File: config.mk
export PLATFORM = sky130hd
export DESIGN_NAME = dconv_requant
export DESIGN_NICKNAME = d
export VERILOG_FILES = /design/src/rtl/dconv_pkg.sv /design/src/rtl/dconv_requant.sv
export VERILOG_INCLUDE_DIRS = /design/src /design/src/rtl
export SDC_FILE = /design/constraint.sdc
export NUM_CORES = 1
export LEC_CHECK = 0
export BUFFER_PORTS_ARGS = -buffer_cell sky130_fd_sc_hd__buf_4
export CAP_MARGIN = 20
export CORE_ASPECT_RATIO = 1.4
export CORE_UTILIZATION = 45
export CTS_CLUSTER_DIAMETER = 200
export CTS_CLUSTER_SIZE = 10
export DETAILED_ROUTE_END_ITERATION = 8
export PLACE_DENSITY = 0.81
export SLEW_MARGIN = 30
export SYNTH_ARGS = -nofsm -noshare
export SYNTH_HDL_FRONTEND = slang
export SYNTH_SLANG_ARGS = --single-unit
export TNS_END_PERCENT = 1
File: constraint.sdc
create_clock -name clk -period 5.1 [get_ports clk]
set_input_delay 0.765 -clock clk [delete_from_list [all_inputs] [get_ports clk]]
set_output_delay 0.765 -clock clk [all_outputs]
set_load 0.01 [all_outputs]
File: src/rtl/dconv_config.svh
`ifndef DCONV_CONFIG_SVH
`define DCONV_CONFIG_SVH

// Signed pixel and weight width
`define DATA_WIDTH 16

// Frame size in pixels
`define IMAGE_WIDTH 8
`define IMAGE_HEIGHT 8

// Dilation between neighbouring taps
// Works with 1, 2 or 3 on an 8x8 frame
`define RATE 2

// Signed accumulator width
`define ACC_WIDTH 40

// APB byte address width
`define APB_ADDR_WIDTH 8

`endif

File: src/rtl/dconv_pkg.sv
`default_nettype none
`include "dconv_config.svh"

package dconv_pkg;

  ////////////////////////////////////////
  // Streaming beats
  ////////////////////////////////////////

  // One pixel per beat in raster order
  typedef struct packed {
    logic                          valid;
    logic                          sof;
    logic signed [`DATA_WIDTH-1:0] data;
  } pxl_beat_t;

  // Nine taps, index 0 is top-left, row-major
  typedef struct packed {
    logic                         valid;
    logic [8:0][`DATA_WIDTH-1:0]  taps;
  } window_beat_t;

  typedef struct packed {
    logic                         valid;
    logic signed [`ACC_WIDTH-1:0] acc;
  } acc_beat_t;

  ////////////////////////////////////////
  // APB
  ////////////////////////////////////////

  typedef struct packed {
    logic                       psel;
    logic                       penable;
    logic                       pwrite;
    logic [`APB_ADDR_WIDTH-1:0] paddr;
    logic [31:0]                pwdata;
  } apb_req_t;

  typedef struct packed {
    logic        pready;
    logic        pslverr;
    logic [31:0] prdata;
  } apb_rsp_t;

  // Register file contents seen by the datapath
  typedef struct packed {
    logic [8:0][`DATA_WIDTH-1:0]   weights;
    logic signed [`DATA_WIDTH-1:0] bias;
    logic [4:0]                    shift;
    logic                          enable;
    logic                          relu;
  } conv_cfg_t;

  // Word index, i.e. paddr[7:2]
  typedef enum logic [`APB_ADDR_WIDTH-3:0] {
    REG_W0        = 0,
    REG_W1        = 1,
    REG_W2        = 2,
    REG_W3        = 3,
    REG_W4        = 4,
    REG_W5        = 5,
    REG_W6        = 6,
    REG_W7        = 7,
    REG_W8        = 8,
    REG_BIAS      = 9,
    REG_SHIFT     = 10,
    REG_CTRL      = 11,
    REG_OUT_COUNT = 12
  } dconv_reg_e;

endpackage

`default_nettype wire

File: src/rtl/dconv_requant.sv
`timescale 1ns/1ps
`default_nettype none
`include "dconv_config.svh"

module dconv_requant (
  input  logic                 clk,
  input  logic                 reset,
  input  dconv_pkg::acc_beat_t acc,
  input  dconv_pkg::conv_cfg_t cfg,
  output dconv_pkg::pxl_beat_t result,
  output logic [15:0]          out_count
);

  localparam int DW         = `DATA_WIDTH;
  localparam int AW         = `ACC_WIDTH;
  localparam int FRAME_OUTS = (`IMAGE_HEIGHT - 2 * `RATE) * (`IMAGE_WIDTH - 2 * `RATE);
  localparam int IDX_W      = $clog2(FRAME_OUTS + 1);

  localparam logic signed [AW-1:0] SAT_MAX = {{(AW-DW+1){1'b0}}, {(DW-1){1'b1}}};
  localparam logic signed [AW-1:0] SAT_MIN = {{(AW-DW+1){1'b1}}, {(DW-1){1'b0}}};

  logic signed [AW-1:0] shifted;
  logic signed [AW-1:0] clipped;
  logic [DW-1:0]        sat;
  logic [DW-1:0]        data_q;
  logic                 valid_q;
  logic                 sof_q;
  logic [IDX_W-1:0]     frame_idx;
  logic [15:0]          count_q;

  // Shift down, ReLU, then clamp to the pixel range
  always_comb begin
    shifted = $signed(acc.acc) >>> cfg.shift;
    clipped = (cfg.relu && shifted < 0) ? '0 : shifted;
    if (clipped > SAT_MAX) begin
      sat = SAT_MAX[DW-1:0];
    end else if (clipped < SAT_MIN) begin
      sat = SAT_MIN[DW-1:0];
    end else begin
      sat = clipped[DW-1:0];
    end
  end

  always_ff @(posedge clk) begin
    if (acc.valid) begin
      data_q <= sat;
    end
  end

  ////////////////////////////////////////
  // Frame position and beat count
  ////////////////////////////////////////

  always_ff @(posedge clk) begin
    if (reset) begin
      valid_q   <= 1'b0;
      sof_q     <= 1'b0;
      frame_idx <= '0;
      count_q   <= '0;
    end else begin
      valid_q <= acc.valid;
      sof_q   <= acc.valid & (frame_idx == '0);
      if (acc.valid) begin
        frame_idx <= (frame_idx == IDX_W'(FRAME_OUTS - 1)) ? '0 : frame_idx + 1'b1;
        count_q   <= count_q + 16'd1;
      end
    end
  end

  assign result    = '{valid: valid_q, sof: sof_q, data: data_q};
  assign out_count = count_q;

endmodule

`default_nettype wire

### Word level (Yosys, flattened, before mapping)

Index checks and enable logic that the tools add are counted.

| word-level totals | value |
|---|---|
| flip-flop bits (word level) | 39 |
| bits of input ports | 210 |
| logic and storage cells | 18 |

| operators by class | value |
|---|---|
| add/sub/neg operators | 2 |
| $lt $le $gt $ge | 3 |
| equal/unequal tests | 1 |
| shift-type cells | 1 |
| mux-type cells | 3 |
| bitwise gates (word level) | 1 |
| reductions and logical operators | 2 |

Operator list:

| cell | number |
|---|---|
| $gt A40 B16 Y1 const B | 1 |
| $lt A40 B1 Y1 const B | 1 |
| $lt A40 B16 Y1 const B | 1 |
| $mux W40 | 1 |
| $sshr A40 B5 Y40 | 1 |
| $add A16 B1 Y16 const B | 1 |
| $mux W16 | 1 |
| $add A5 B1 Y5 const B | 1 |
| $eq A5 B4 Y1 const B | 1 |
| $logic_not A5 Y1 | 1 |
| $mux W5 | 1 |
| $and A1 B1 Y1 | 1 |
| $logic_and A1 B1 Y1 | 1 |

### Logic depth before layout (Yosys ltp)

Gate-level depths: netlist of run 1.

| depth | value |
|---|---|
| depth in word-level cells | 6 |
| gate-level depth with buffers | 14 |
| depth with buffers taken out | 8 |

### Worst setup path before layout of run 1

OpenSTA, ideal clock, no wires.

| timing | value |
|---|---|
| kind | input to register |
| start | input cfg[5] (netlist bit) |
| end | register data_q[0], data pin |
| data arrival time | 3.214 ns |
| required time | 4.833 ns |
| setup slack | 1.618 ns |
| stages | 11 |
| cell sequence | buf_2 buf_4 buf_4 mux2_2 a222oi_1 a21oi_1 or4_1 o41ai_2 a41o_2 buf_6 o21ai_1 |

| on the way | value |
|---|---|
| longest elaborated chain between the ends | 6 |
| elaborated cells between the ends (all ways) | 7 |
| those cells by class | 3 x order compare; 1 x shift; 2 x mux; 1 x reduce/logical |

RTL lines:

| element | line | RTL |
|---|---|---|
| start, declared | dconv_requant.sv:9 | `input dconv_pkg::conv_cfg_t cfg,` |
| $sshr A40 B5 Y40 (*) | dconv_requant.sv:33 | `shifted = $signed(acc.acc) >>> cfg.shift;` |
| $lt A40 B1 Y1 | dconv_requant.sv:34 | `clipped = (cfg.relu && shifted < 0) ? '0 : shifted;` |
| $logic_and A1 B1 Y1 | dconv_requant.sv:34 |  |
| $mux W40 (*) | dconv_requant.sv:34 |  |
| $lt A40 B16 Y1 | dconv_requant.sv:37 | `end else if (clipped < SAT_MIN) begin` |
| $mux W16 | dconv_requant.sv:37 |  |
| end signal, assigned | dconv_requant.sv:46 | `data_q <= sat;` |
| end, declared | dconv_requant.sv:25 | `logic [DW-1:0] data_q;` |

Every way passes the cells marked *; elsewhere a longest branch is shown, timed or not.
A chain may end at the register's enable or synchronous reset.

### Worst setup path after layout of run 1

| timing | value |
|---|---|
| start | input cfg[3] (netlist bit) |
| end | register data_q[4], data pin |

Same word-level chain as after synthesis.

==> results of run 1 <==
-- registers in the layout, summed over array words and instances (netlist names) --
register,cells
data_q,16
frame_idx,5
out_count,16
sof_q,1
valid_q,1
-- layer usage --
layer  track usage (%)  share of wire (%)
met1              32.9                 39
met2              44.6                 50
met3              4.02                6.7
met4              14.3                4.7
met5                 0                  0
-- synthesized netlist by cell type (3+ instances only) --
cell type,instances
sky130_fd_sc_hd__nor2_1,67
sky130_fd_sc_hd__mux2i_1,52
sky130_fd_sc_hd__nand2_1,50
sky130_fd_sc_hd__a21oi_1,36
sky130_fd_sc_hd__o21ai_0,32
sky130_fd_sc_hd__clkbuf_1,24
sky130_fd_sc_hd__dfxtp_1,23
sky130_fd_sc_hd__mux2_2,22
sky130_fd_sc_hd__edfxtp_1,16
sky130_fd_sc_hd__mux4_2,15
sky130_fd_sc_hd__xor2_1,13
sky130_fd_sc_hd__buf_2,11
sky130_fd_sc_hd__o211ai_1,11
sky130_fd_sc_hd__a211oi_1,10
sky130_fd_sc_hd__inv_1,10
sky130_fd_sc_hd__nand3_1,10
sky130_fd_sc_hd__o21ai_1,9
sky130_fd_sc_hd__and3_1,8
sky130_fd_sc_hd__nor2b_1,8
sky130_fd_sc_hd__buf_1,7
sky130_fd_sc_hd__nand2b_1,7
sky130_fd_sc_hd__nor3_1,7
sky130_fd_sc_hd__a31oi_1,5
sky130_fd_sc_hd__and2_1,5
sky130_fd_sc_hd__o22ai_1,5
sky130_fd_sc_hd__or2_2,5
sky130_fd_sc_hd__and4_1,4
sky130_fd_sc_hd__buf_4,4
sky130_fd_sc_hd__nand4_1,4
sky130_fd_sc_hd__o21a_1,4
sky130_fd_sc_hd__a22oi_1,3
sky130_fd_sc_hd__a311oi_1,3
sky130_fd_sc_hd__a32oi_1,3
sky130_fd_sc_hd__ha_1,3
sky130_fd_sc_hd__nor4_1,3
sky130_fd_sc_hd__xnor2_1,3
-- per-stage QoR --
step | hold WS, ns | cell area, sq um
global placement | 0.467 | 4930
floorplan | 0.445 | 4410
finish | 0.494 | 5090
global route | 0.522 | 5090
CTS | 0.490 | 5090
detailed placement | 0.476 | 4930
-- worst reg2reg max path: cells and delay by family (launching register included) --
| kind | cells | cell delay (ns) |
|---|---|---|
| xor+xnor | 1 | 0.16 |
| flops | 1 | 0.39 |
| simple gates | 6 | 1.09 |
-- power breakdown --
group	switching, uW	leakage [uW]	total [uW]	internal [uW]
registers	8.46	0.000344	353	344
clock network	137	0.0000820	348	211
logic	229	0.00164	398	169
-- worst paths after layout --
kind	start	endpoint	slack (ns)	cells past startpoint
worst max-delay path	cfg[3]	data_q[4]$_SDFFCE_PN1P_	1.02	8
worst min-delay path	frame_idx[4]$_SDFFE_PP0P_	frame_idx[4]$_SDFFE_PP0P_	0.49	2
worst max register to register	out_count[3]$_SDFFE_PP0P_	out_count[15]$_SDFFE_PP0P_	3.36	7
worst min register to register	frame_idx[4]$_SDFFE_PP0P_	frame_idx[4]$_SDFFE_PP0P_	0.49	2
-- area by class of cell --
cell class | instances | share of cell area (%)
Clock inverter | 2 | 0.270
Multi-Input combinational cell | 441 | 61.9
Inverter | 10 | 0.737
Tap cell | 132 | 3.24
Sequential cell | 39 | 18.5
Clock buffer | 6 | 2.95
Timing Repair Buffer | 84 | 12.4
-- cells by family after synthesis --
kind of cell               synth area share, %
and+or+nand+nor                           19.8
AOI/OAI and AO/OA                         21.1
muxes                                     26.6
buffers and inverters                     7.18
DFF                                       21.3
xor gates and xnor gates                  3.18
adders and majority gates                0.851
==> summary.txt, run 1 <==
Status
  • Run status: finished clean

Worst setup path
  • Critical Path Slowest Stage Cell: sky130_fd_sc_hd__buf_4
  • Worst Path Arrival: 4.10 ns
  • Critical Path Fanout Max: 67
  • Crit path max-delay family: compound AO/OA/AOI/OAI gates
  • Buf/Inv on CP: 1
  • Crit. End Element: flop
  • Data required time at the worst endpoint: 5.12 ns
  • CP startpoint kind: primary input
  • Slowest Stage Delay on Critical Path: 0.66 ns
  • CP Cell Sequence: buf_4 -> mux4_2 -> a222oi_1 -> a21oi_1 -> or4_1 -> o41ai_2 -> a41o_2 -> o21ai_0
  • Worst setup path class: primary input to flop

Placement
  • Placer Congestion: 1.03
  • Detailed placer's ending HPWL: 9.91 mm
  • Count of buffers from port buffering: 82
  • # placed instances: 706
  • Post-place setup slack: 0.877 ns

Synth
  • Largest cells by area after synthesis: sky130_fd_sc_hd__mux2i_1 12%, sky130_fd_sc_hd__edfxtp_1 11%, sky130_fd_sc_hd__dfxtp_1 10%
  • Cell type with the largest total area after synthesis: sky130_fd_sc_hd__mux2i_1
  • Number of flip-flops and latches in the synthesized netlist: 39
  • Number of synthesized flops with an enable pin: 16
  • Number of library cell types mapped by synthesis: 66
  • Number of warnings issued by yosys: 0
  • Post-synth design cell area: 4410 sq um
  • Ys async rst share: 0%
  • Average cell area after synthesis: 8.15 sq um
  • Post-synth top flop: sky130_fd_sc_hd__dfxtp_1
  • Post-synthesis cell count: 541
  • Share of the yosys chip area belonging to registers: 21.3%
  • Portion of synthesized cell area occupied by the leading cell type: 11.8%
  • Total nets after synthesis: 754

Cells and area
  • Most common cell after layout, fill and taps aside: sky130_fd_sc_hd__buf_4
  • Layout-stage area growth over the synthesis result: 15.4%
  • Final Util: 53.5%
  • Number of standard cells in the final layout excluding fillers: 714
  • Area occupied by multi-input gates: 3150 sq um
  • Filler cell count: 873
  • Net count reported at finish: 794
  • Highest-count cells in the layout ignoring fill and taps: 84 x sky130_fd_sc_hd__buf_4, 67 x sky130_fd_sc_hd__nor2_1, 52 x sky130_fd_sc_hd__mux2i_1, 50 x sky130_fd_sc_hd__nand2_1, 36 x sky130_fd_sc_hd__a21oi_1
  • Diode insertion count for antenna repair: 0
  • Storage cell area: 941 sq um
  • Layout cell share with drive strength beyond 1: 24.1%

CTS
  • Root buffer cell: sky130_fd_sc_hd__clkbuf_16
  • Num CTS Buffers: 5
  • Clock Tree Buf Depth: 2
  • CTS Hold Buffers Added: 0
  • Clk Latency, worst-skew pair: 0.29 ns
  • H-Tree Depth: 2
  • Post-CTS Setup Repair Bufs: 0
  • Clock-pin slew reported for the worst setup and hold paths after clock tree synthesis: 0.07 ns
  • Post-CTS Resized: 0
  • Number of sinks driven by the clock tree: 39
  • Clock tree from TritonCTS: done

Floorplanning
  • Starting Density: 46.4%
  • Die area: 10200 sq um
  • Number of top-level design ports: 244
  • Die boundary height: 119 um
  • Number of rows created at floorplan: 42
  • Width of the chip: 85.7 um
  • Std-Cell Core Area: 9510 sq um

STA
  • Least setup slack across all paths after layout: 1.02 ns
  • Slew headroom: 40.9%
  • Setup skew after layout: 0.00533 ns
  • Final setup violation count: 0
  • Final number of max-transition violations: 0
  • Accumulated negative setup slack: 0 ns
  • Worst Tran Pin Value: 0.886 ns
  • Final Critical Period: 4.08 ns
  • Highest attainable clock frequency: 245 MHz
  • Final count of hold timing violations: 0
  • Part of the cycle the worst path needs: 79.9%
  • Setup repair after global routing missed its margin: no

GRT
  • Antenna violations before repair: 0
  • Vias in the first global route: 4259
  • Largest net degree at the start of global routing: 68
  • Total track usage: 26.7%
  • First-pass GRT wire length: 21.5 mm
  • Global-route congestion overflow total: 0

Drt
  • Final antenna-violating net count: 0
  • Avg WL per Cell: 18.9 um
  • Final wirelength: 13.5 mm
  • Number of detailed-route iterations in the first pass: 5
  • Via Count: 4467
  • Number of vias per cell after detailed routing: 6.26
  • Final routed DRC violation total: 0
  • DRT iter0 DRCs: 476

Min path
  • Path type of the worst min-delay path: flop to flop

Power and ir drop
  • Areal power density over the cells: 216 nW/um^2
  • Maximum vdd drop: 156 uV
  • Standby leakage power: 0.00206 uW
  • Overall Power: 1100 uW

Job
  • MaxCap Viol Count: 0
(Power assumes the default switching activity.)
==> run 2, diff against run 1 <==
--- a/config.mk
+++ b/config.mk
@@ -9,11 +9,11 @@
 export BUFFER_PORTS_ARGS = -buffer_cell sky130_fd_sc_hd__buf_4
 export CAP_MARGIN = 20
 export CORE_ASPECT_RATIO = 1.4
-export CORE_UTILIZATION = 45
+export CORE_UTILIZATION = 42
 export CTS_CLUSTER_DIAMETER = 200
 export CTS_CLUSTER_SIZE = 10
 export DETAILED_ROUTE_END_ITERATION = 8
-export PLACE_DENSITY = 0.81
+export PLACE_DENSITY = 0.79
 export SLEW_MARGIN = 30
 export SYNTH_ARGS = -nofsm -noshare
 export SYNTH_HDL_FRONTEND = slang
==> constraint.sdc (replaced) <==
create_clock -name clk -period 3.5 [get_ports clk]
set_input_delay 0.525 -clock clk [delete_from_list [all_inputs] [get_ports clk]]
set_output_delay 0.525 -clock clk [all_outputs]
set_load 0.01 [all_outputs]
==> run 2 against run 1 <==
Net effect:
- sequential cell count unchanged
- total power increased by 48%
- critical path depth increased by 1
- die area increased by 7.0%
- final cell count increased by 3.4%
- clock power increased by 44%
- largest power group unchanged
- first-iteration DRC count increased by 13%
- worst hold slack improved by 0.0044 ns
- combinational power increased by 55%
==> summary.txt, run 2 (same netlist as run 1, synthesis figures left out) <==
Status
  • Run status: finished clean

Worst setup path
  • Data required time at the worst endpoint: 3.52 ns
  • Setup slack, reg-to-reg: 1.70 ns
  • CP startpoint kind: primary input
  • Worst Path Arrival: 3.13 ns
  • Worst setup path class: primary input to flop
  • Crit. End Element: flop
  • Critical Path Fanout Max: 15

Cells and area
  • Filler cell count: 916
  • Layout cell share with drive strength beyond 1: 26.7%
  • Layout-stage area growth over the synthesis result: 19.7%
  • Storage cell area: 941 sq um
  • Highest-count cells in the layout ignoring fill and taps: 103 x sky130_fd_sc_hd__buf_4, 67 x sky130_fd_sc_hd__nor2_1, 52 x sky130_fd_sc_hd__mux2i_1, 50 x sky130_fd_sc_hd__nand2_1, 36 x sky130_fd_sc_hd__a21oi_1
  • Area of all placed cells without fillers: 5280 sq um
  • Number of standard cells in the final layout excluding fillers: 738
  • Most common cell after layout, fill and taps aside: sky130_fd_sc_hd__buf_4
  • Diode insertion count for antenna repair: 0
  • Net count reported at finish: 815
  • Area occupied by multi-input gates: 3150 sq um
  • Final Util: 52.4%

CTS
  • CTS Hold Buffers Added: 0
  • Post-CTS Setup Repair Bufs: 0
  • Post-CTS Resized: 0
  • Clock-pin slew reported for the worst setup and hold paths after clock tree synthesis: 0.06 ns
  • Clk Latency, worst-skew pair: 0.29 ns
  • Number of sinks driven by the clock tree: 39
  • Num CTS Buffers: 5
  • H-Tree Depth: 2
  • Clock Tree Buf Depth: 2
  • Root buffer cell: sky130_fd_sc_hd__clkbuf_16
  • Clock tree from TritonCTS: done

STA
  • Final count of hold timing violations: 0
  • Worst Hold Slack: 0.498 ns
  • Slew headroom: 45.8%
  • Part of the cycle the worst path needs: 88.9%
  • Final number of max-transition violations: 0
  • Setup skew after layout: 0.00297 ns
  • Accumulated negative setup slack: 0 ns
  • Worst Tran Pin Value: 0.807 ns
  • Setup repair after global routing missed its margin: no
  • Final setup violation count: 0
  • Highest attainable clock frequency: 322 MHz
  • Final Critical Period: 3.11 ns

GRT
  • Total track usage: 27.1%
  • Vias in the first global route: 4372
  • Antenna violations before repair: 0
  • GRT met3 Usage: 4.21%
  • Met1 track utilization from global routing: 32.0%
  • Global-route congestion overflow total: 0
  • First-pass GRT wire length: 22.5 mm
  • GRT busiest layer: met2
  • Grt met2 use: 46.5%
  • Largest net degree at the start of global routing: 52

Floorplanning
  • Std-Cell Core Area: 10100 sq um
  • Die boundary height: 123 um
  • Width of the chip: 88.6 um
  • Number of rows created at floorplan: 43
  • Number of top-level design ports: 244
  • Die area: 10900 sq um
  • Starting Density: 43.8%

Drt
  • Via Count: 4581
  • Final wirelength: 14.2 mm
  • Number of vias per cell after detailed routing: 6.21
  • DRT iter0 DRCs: 539
  • Number of detailed-route iterations in the first pass: 6
  • Avg WL per Cell: 19.3 um
  • Final routed DRC violation total: 0
  • Final antenna-violating net count: 0

Power and ir drop
  • Maximum vdd drop: 299 uV
  • Areal power density over the cells: 309 nW/um^2
  • Standby leakage power: 0.00217 uW

Placement
  • Count of buffers from port buffering: 82
  • # placed instances: 730
  • Detailed placer's ending HPWL: 10.8 mm
  • Placed cell area: 5110 sq um
  • Placer Congestion: 0.963

Job
  • MaxCap Viol Count: 0

Min path
  • Path type of the worst min-delay path: flop to flop
run 2: cell count changes in the layout (fill, tap and decap cells not counted), sizes merged:
cell,delta
buf,+21
run 2: path summary, 6_finish.rpt:
path	start	end	depth (start not counted)
hold / removal	frame_idx[4]$_SDFFE_PP0P_	frame_idx[4]$_SDFFE_PP0P_	2
setup reg to reg	out_count[3]$_SDFFE_PP0P_	out_count[15]$_SDFFE_PP0P_	7
setup / recovery	cfg[3]	data_q[6]$_SDFFCE_PN1P_	9
hold reg to reg	frame_idx[4]$_SDFFE_PP0P_	frame_idx[4]$_SDFFE_PP0P_	2
run 2: per-stage QoR:
step / worst slack, ns / total power [uW]
global route: 0.252 / 1710
finish: 0.390 / 1630
global placement: 0.156 / 1120
floorplan: 0.258 / 910
CTS: 0.430 / 1630
detailed placement: 0.156 / 1120
run 2: final cells by class:
type                       instances  area share (%)
multi-input combinational        441            59.7
sequential                        39            17.8
timing repair buffer             105            15.4
tap                              135            3.20
clock buffer                       6            2.85
inverter                          10           0.711
clock inverter                     2           0.261
run 2: power by group:
| part | total (uW) | switching (uW) | internal (uW) |
|---|---|---|---|
| registers | 515 | 12.7 | 502 |
| logic | 615 | 345 | 270 |
| clock network | 502 | 194 | 307 |
| total | 1630 | 552 | 1080 |
run 2: critical path, cell delays in order:
cell,delay (ns)
sky130_fd_sc_hd__buf_4,0.19
sky130_fd_sc_hd__buf_4,0.19
sky130_fd_sc_hd__mux2i_1,0.43
sky130_fd_sc_hd__mux4_2,0.35
sky130_fd_sc_hd__a21oi_1,0.09
sky130_fd_sc_hd__or4_1,0.53
sky130_fd_sc_hd__o41ai_2,0.24
sky130_fd_sc_hd__a41o_2,0.41
sky130_fd_sc_hd__o21ai_0,0.16
run 2: layer usage:
| metal | wire (um) | up-vias |
|---|---|---|
| li1 | - | 2142 |
| met1 | 5410 | 2132 |
| met2 | 7050 | 247 |
| met3 | 995 | 60 |
| met4 | 780 | 0 |
| met5 | 0 | - |
==> run 3, diff against run 2 <==
--- a/config.mk
+++ b/config.mk
@@ -6,7 +6,7 @@
 export SDC_FILE = /design/constraint.sdc
 export NUM_CORES = 1
 export LEC_CHECK = 0
-export BUFFER_PORTS_ARGS = -buffer_cell sky130_fd_sc_hd__buf_4
+export BUFFER_PORTS_ARGS = -buffer_cell sky130_fd_sc_hd__buf_2
 export CAP_MARGIN = 20
 export CORE_ASPECT_RATIO = 1.4
 export CORE_UTILIZATION = 42
==> run 3 against run 2 <==
Net effect:
- worst hold slack worse by 0.0018 ns
- combinational power fell by 1%
- setup slack lost 0.19 ns
- via count up 2.5%
- wire length is 2.2% higher
- sequential cell count stayed put
- register-to-register slack gained 0.03 ns
- count of clock-buffer cells in the layout fell by 1
- first-iteration DRC count down 21%
- maximum frequency shrank 5.7%
- non-clock buffer count rose by 17
- highest routed layer unchanged
==> summary.txt, run 3 (same netlist as run 1, synthesis figures left out) <==
CTS
  • Num CTS Buffers: 5
  • Post-CTS Resized: 0
  • Clock-pin slew reported for the worst setup and hold paths after clock tree synthesis: 0.06 ns
  • Root buffer cell: sky130_fd_sc_hd__clkbuf_16
  • Clk Latency, worst-skew pair: 0.29 ns
  • Clock Tree Buf Depth: 2
  • Clock tree from TritonCTS: done
  • CTS Hold Buffers Added: 0
  • Number of sinks driven by the clock tree: 39
  • Post-CTS Setup Repair Bufs: 0
  • H-Tree Depth: 2

Worst setup path
  • Critical Path Slowest Stage Cell: sky130_fd_sc_hd__or4_1
  • Crit. End Element: flop
  • Worst Path Arrival: 3.31 ns
  • Buf/Inv on CP: 1
  • Count of cells along the worst register-to-register path: 7
  • Setup slack, reg-to-reg: 1.73 ns
  • CP startpoint kind: primary input
  • CP Cell Sequence: buf_2 -> mux4_2 -> a222oi_1 -> a21oi_1 -> or4_1 -> o41ai_2 -> a41o_2 -> o21ai_0
  • Terminus of the critical flop-to-flop path: out_count[15]$_SDFFE_PP0P_
  • Crit path max-delay family: compound AO/OA/AOI/OAI gates
  • Data required time at the worst endpoint: 3.51 ns
  • Worst R2R Start: out_count[3]$_SDFFE_PP0P_
  • Worst setup path class: primary input to flop
  • Slowest Stage Delay on Critical Path: 0.56 ns
  • Critical Path Fanout Max: 15

Cells and area
  • Area of all placed cells without fillers: 5150 sq um
  • Most common cell after layout, fill and taps aside: sky130_fd_sc_hd__buf_2
  • Storage cell area: 941 sq um
  • Filler cell count: 945
  • Highest-count cells in the layout ignoring fill and taps: 82 x sky130_fd_sc_hd__buf_2, 67 x sky130_fd_sc_hd__nor2_1, 52 x sky130_fd_sc_hd__mux2i_1, 50 x sky130_fd_sc_hd__nand2_1, 40 x sky130_fd_sc_hd__buf_4
  • Net count reported at finish: 832
  • Diode insertion count for antenna repair: 0
  • Layout cell share with drive strength beyond 1: 28.7%
  • Layout-stage area growth over the synthesis result: 16.9%
  • Area occupied by multi-input gates: 3150 sq um

GRT
  • Largest net degree at the start of global routing: 37
  • Global-route congestion overflow total: 0
  • Total track usage: 27.4%
  • Vias in the first global route: 4443
  • First-pass GRT wire length: 22.5 mm
  • Antenna violations before repair: 0

Drt
  • Avg WL per Cell: 19.3 um
  • Number of detailed-route iterations in the first pass: 5
  • Final routed DRC violation total: 0
  • Number of vias per cell after detailed routing: 6.22
  • Final wirelength: 14.6 mm
  • Via Count: 4697
  • Final antenna-violating net count: 0
  • DRT iter0 DRCs: 424

Min path
  • Min-Delay Endpoint: frame_idx[4]$_SDFFE_PP0P_
  • Worst min-delay path startpoint: frame_idx[4]$_SDFFE_PP0P_
  • Path type of the worst min-delay path: flop to flop
  • Worst hold path cell count: 2

STA
  • Setup skew after layout: 0.00464 ns
  • Final setup violation count: 0
  • Final count of hold timing violations: 0
  • Worst Tran Pin Value: 0.628 ns
  • Highest attainable clock frequency: 303 MHz
  • Accumulated negative setup slack: 0 ns
  • Final number of max-transition violations: 0
  • Slew headroom: 58.1%
  • Part of the cycle the worst path needs: 94.2%
  • Final Critical Period: 3.30 ns
  • Least setup slack across all paths after layout: 0.203 ns
  • Setup repair after global routing missed its margin: no

Floorplanning
  • Number of top-level design ports: 244
  • Number of rows created at floorplan: 43
  • Die area: 10900 sq um
  • Std-Cell Core Area: 10100 sq um
  • Width of the chip: 88.6 um
  • Starting Density: 43.8%
  • Die boundary height: 123 um

Placement
  • Post-place setup slack: 0.00128 ns
  • Placed cell area: 5010 sq um
  • Detailed placer's ending HPWL: 11.3 mm
  • Count of buffers from port buffering: 82
  • Placer Congestion: 0.968

Power and ir drop
  • Areal power density over the cells: 307 nW/um^2
  • Standby leakage power: 0.00218 uW
  • Overall Power: 1580 uW
  • Maximum vdd drop: 274 uV

Job
  • MaxCap Viol Count: 0

Status
  • Run status: finished clean
==> run 3: cell types whose count changed in the layout (fill, tap and decap cells not counted) <==
| cell | previous run | this run |
|---|---|---|
| sky130_fd_sc_hd__buf_12 | 2 | 0 |
| sky130_fd_sc_hd__buf_2 | 0 | 82 |
| sky130_fd_sc_hd__buf_4 | 103 | 40 |
| sky130_fd_sc_hd__clkbuf_16 | 6 | 5 |
| sky130_fd_sc_hd__clkinv_4 | 1 | 0 |
| sky130_fd_sc_hd__inv_4 | 0 | 2 |
==> run 3: metrics by stage <==
step | hold slack [ns] | utilization, % | std cells
final | 0.497 | 51.2 | 755
after global placement | 0.464 | 49.8 | 747
after global routing | 0.517 | 51.2 | 755
after CTS | 0.492 | 51.2 | 755
after detailed placement | 0.483 | 49.8 | 747
after floorplan | 0.445 | - | 541
==> run 3: worst max-delay path by stage <==
stage | slack (ns) | endpoint | cells after the start | startpoint
global route | 0.12 | data_q[3]$_SDFFCE_PN1P_ | 11 | cfg[3]
finish | 0.20 | data_q[3]$_SDFFCE_PN1P_ | 8 | cfg[3]
global placement | -0.02 | data_q[3]$_SDFFCE_PN1P_ | 9 | cfg[3]
CTS | 0.26 | data_q[3]$_SDFFCE_PN1P_ | 9 | cfg[3]
floorplan | 0.26 | data_q[0]$_SDFFCE_PN1P_ | 11 | cfg[5]
detailed placement | 0.001 | data_q[3]$_SDFFCE_PN1P_ | 9 | cfg[3]
==> run 3: where the power goes <==
group / total (uW) / internal (uW) / switching, uW
logic: 608 / 256 / 351
registers: 513 / 502 / 11.4
clock network: 461 / 264 / 197
total: 1580 / 1020 / 560
==> run 3: worst reg2reg max path: stages (launching register included) <==
cell and delay (ns):
sky130_fd_sc_hd__dfxtp_1 0.41, sky130_fd_sc_hd__and3_1 0.22, sky130_fd_sc_hd__and3_1 0.22, sky130_fd_sc_hd__and4_1 0.28, sky130_fd_sc_hd__and4_1 0.23, sky130_fd_sc_hd__nand3_1 0.09
sky130_fd_sc_hd__xor2_1 0.14, sky130_fd_sc_hd__nor2_1 0.05
==> run 3: final cells by class <==
class,instances,share of cell area (%)
multi-input cells,441,61.2
flip-flops and latches,39,18.3
repair buffers,122,13.8
well taps,135,3.28
clock buffers,5,2.43
inverters,10,0.729
clock inverters,3,0.340
==> run 3: per-layer routing <==
metal | up-vias | global-route usage, % | wire length (um)
met1 | 2218 | 30.5 | 5330
met4 | 0 | 17.3 | 826
li1 | 2174 | - | -
met2 | 251 | 47.9 | 7420
met5 | - | 0 | 0
met3 | 54 | 4.27 | 977
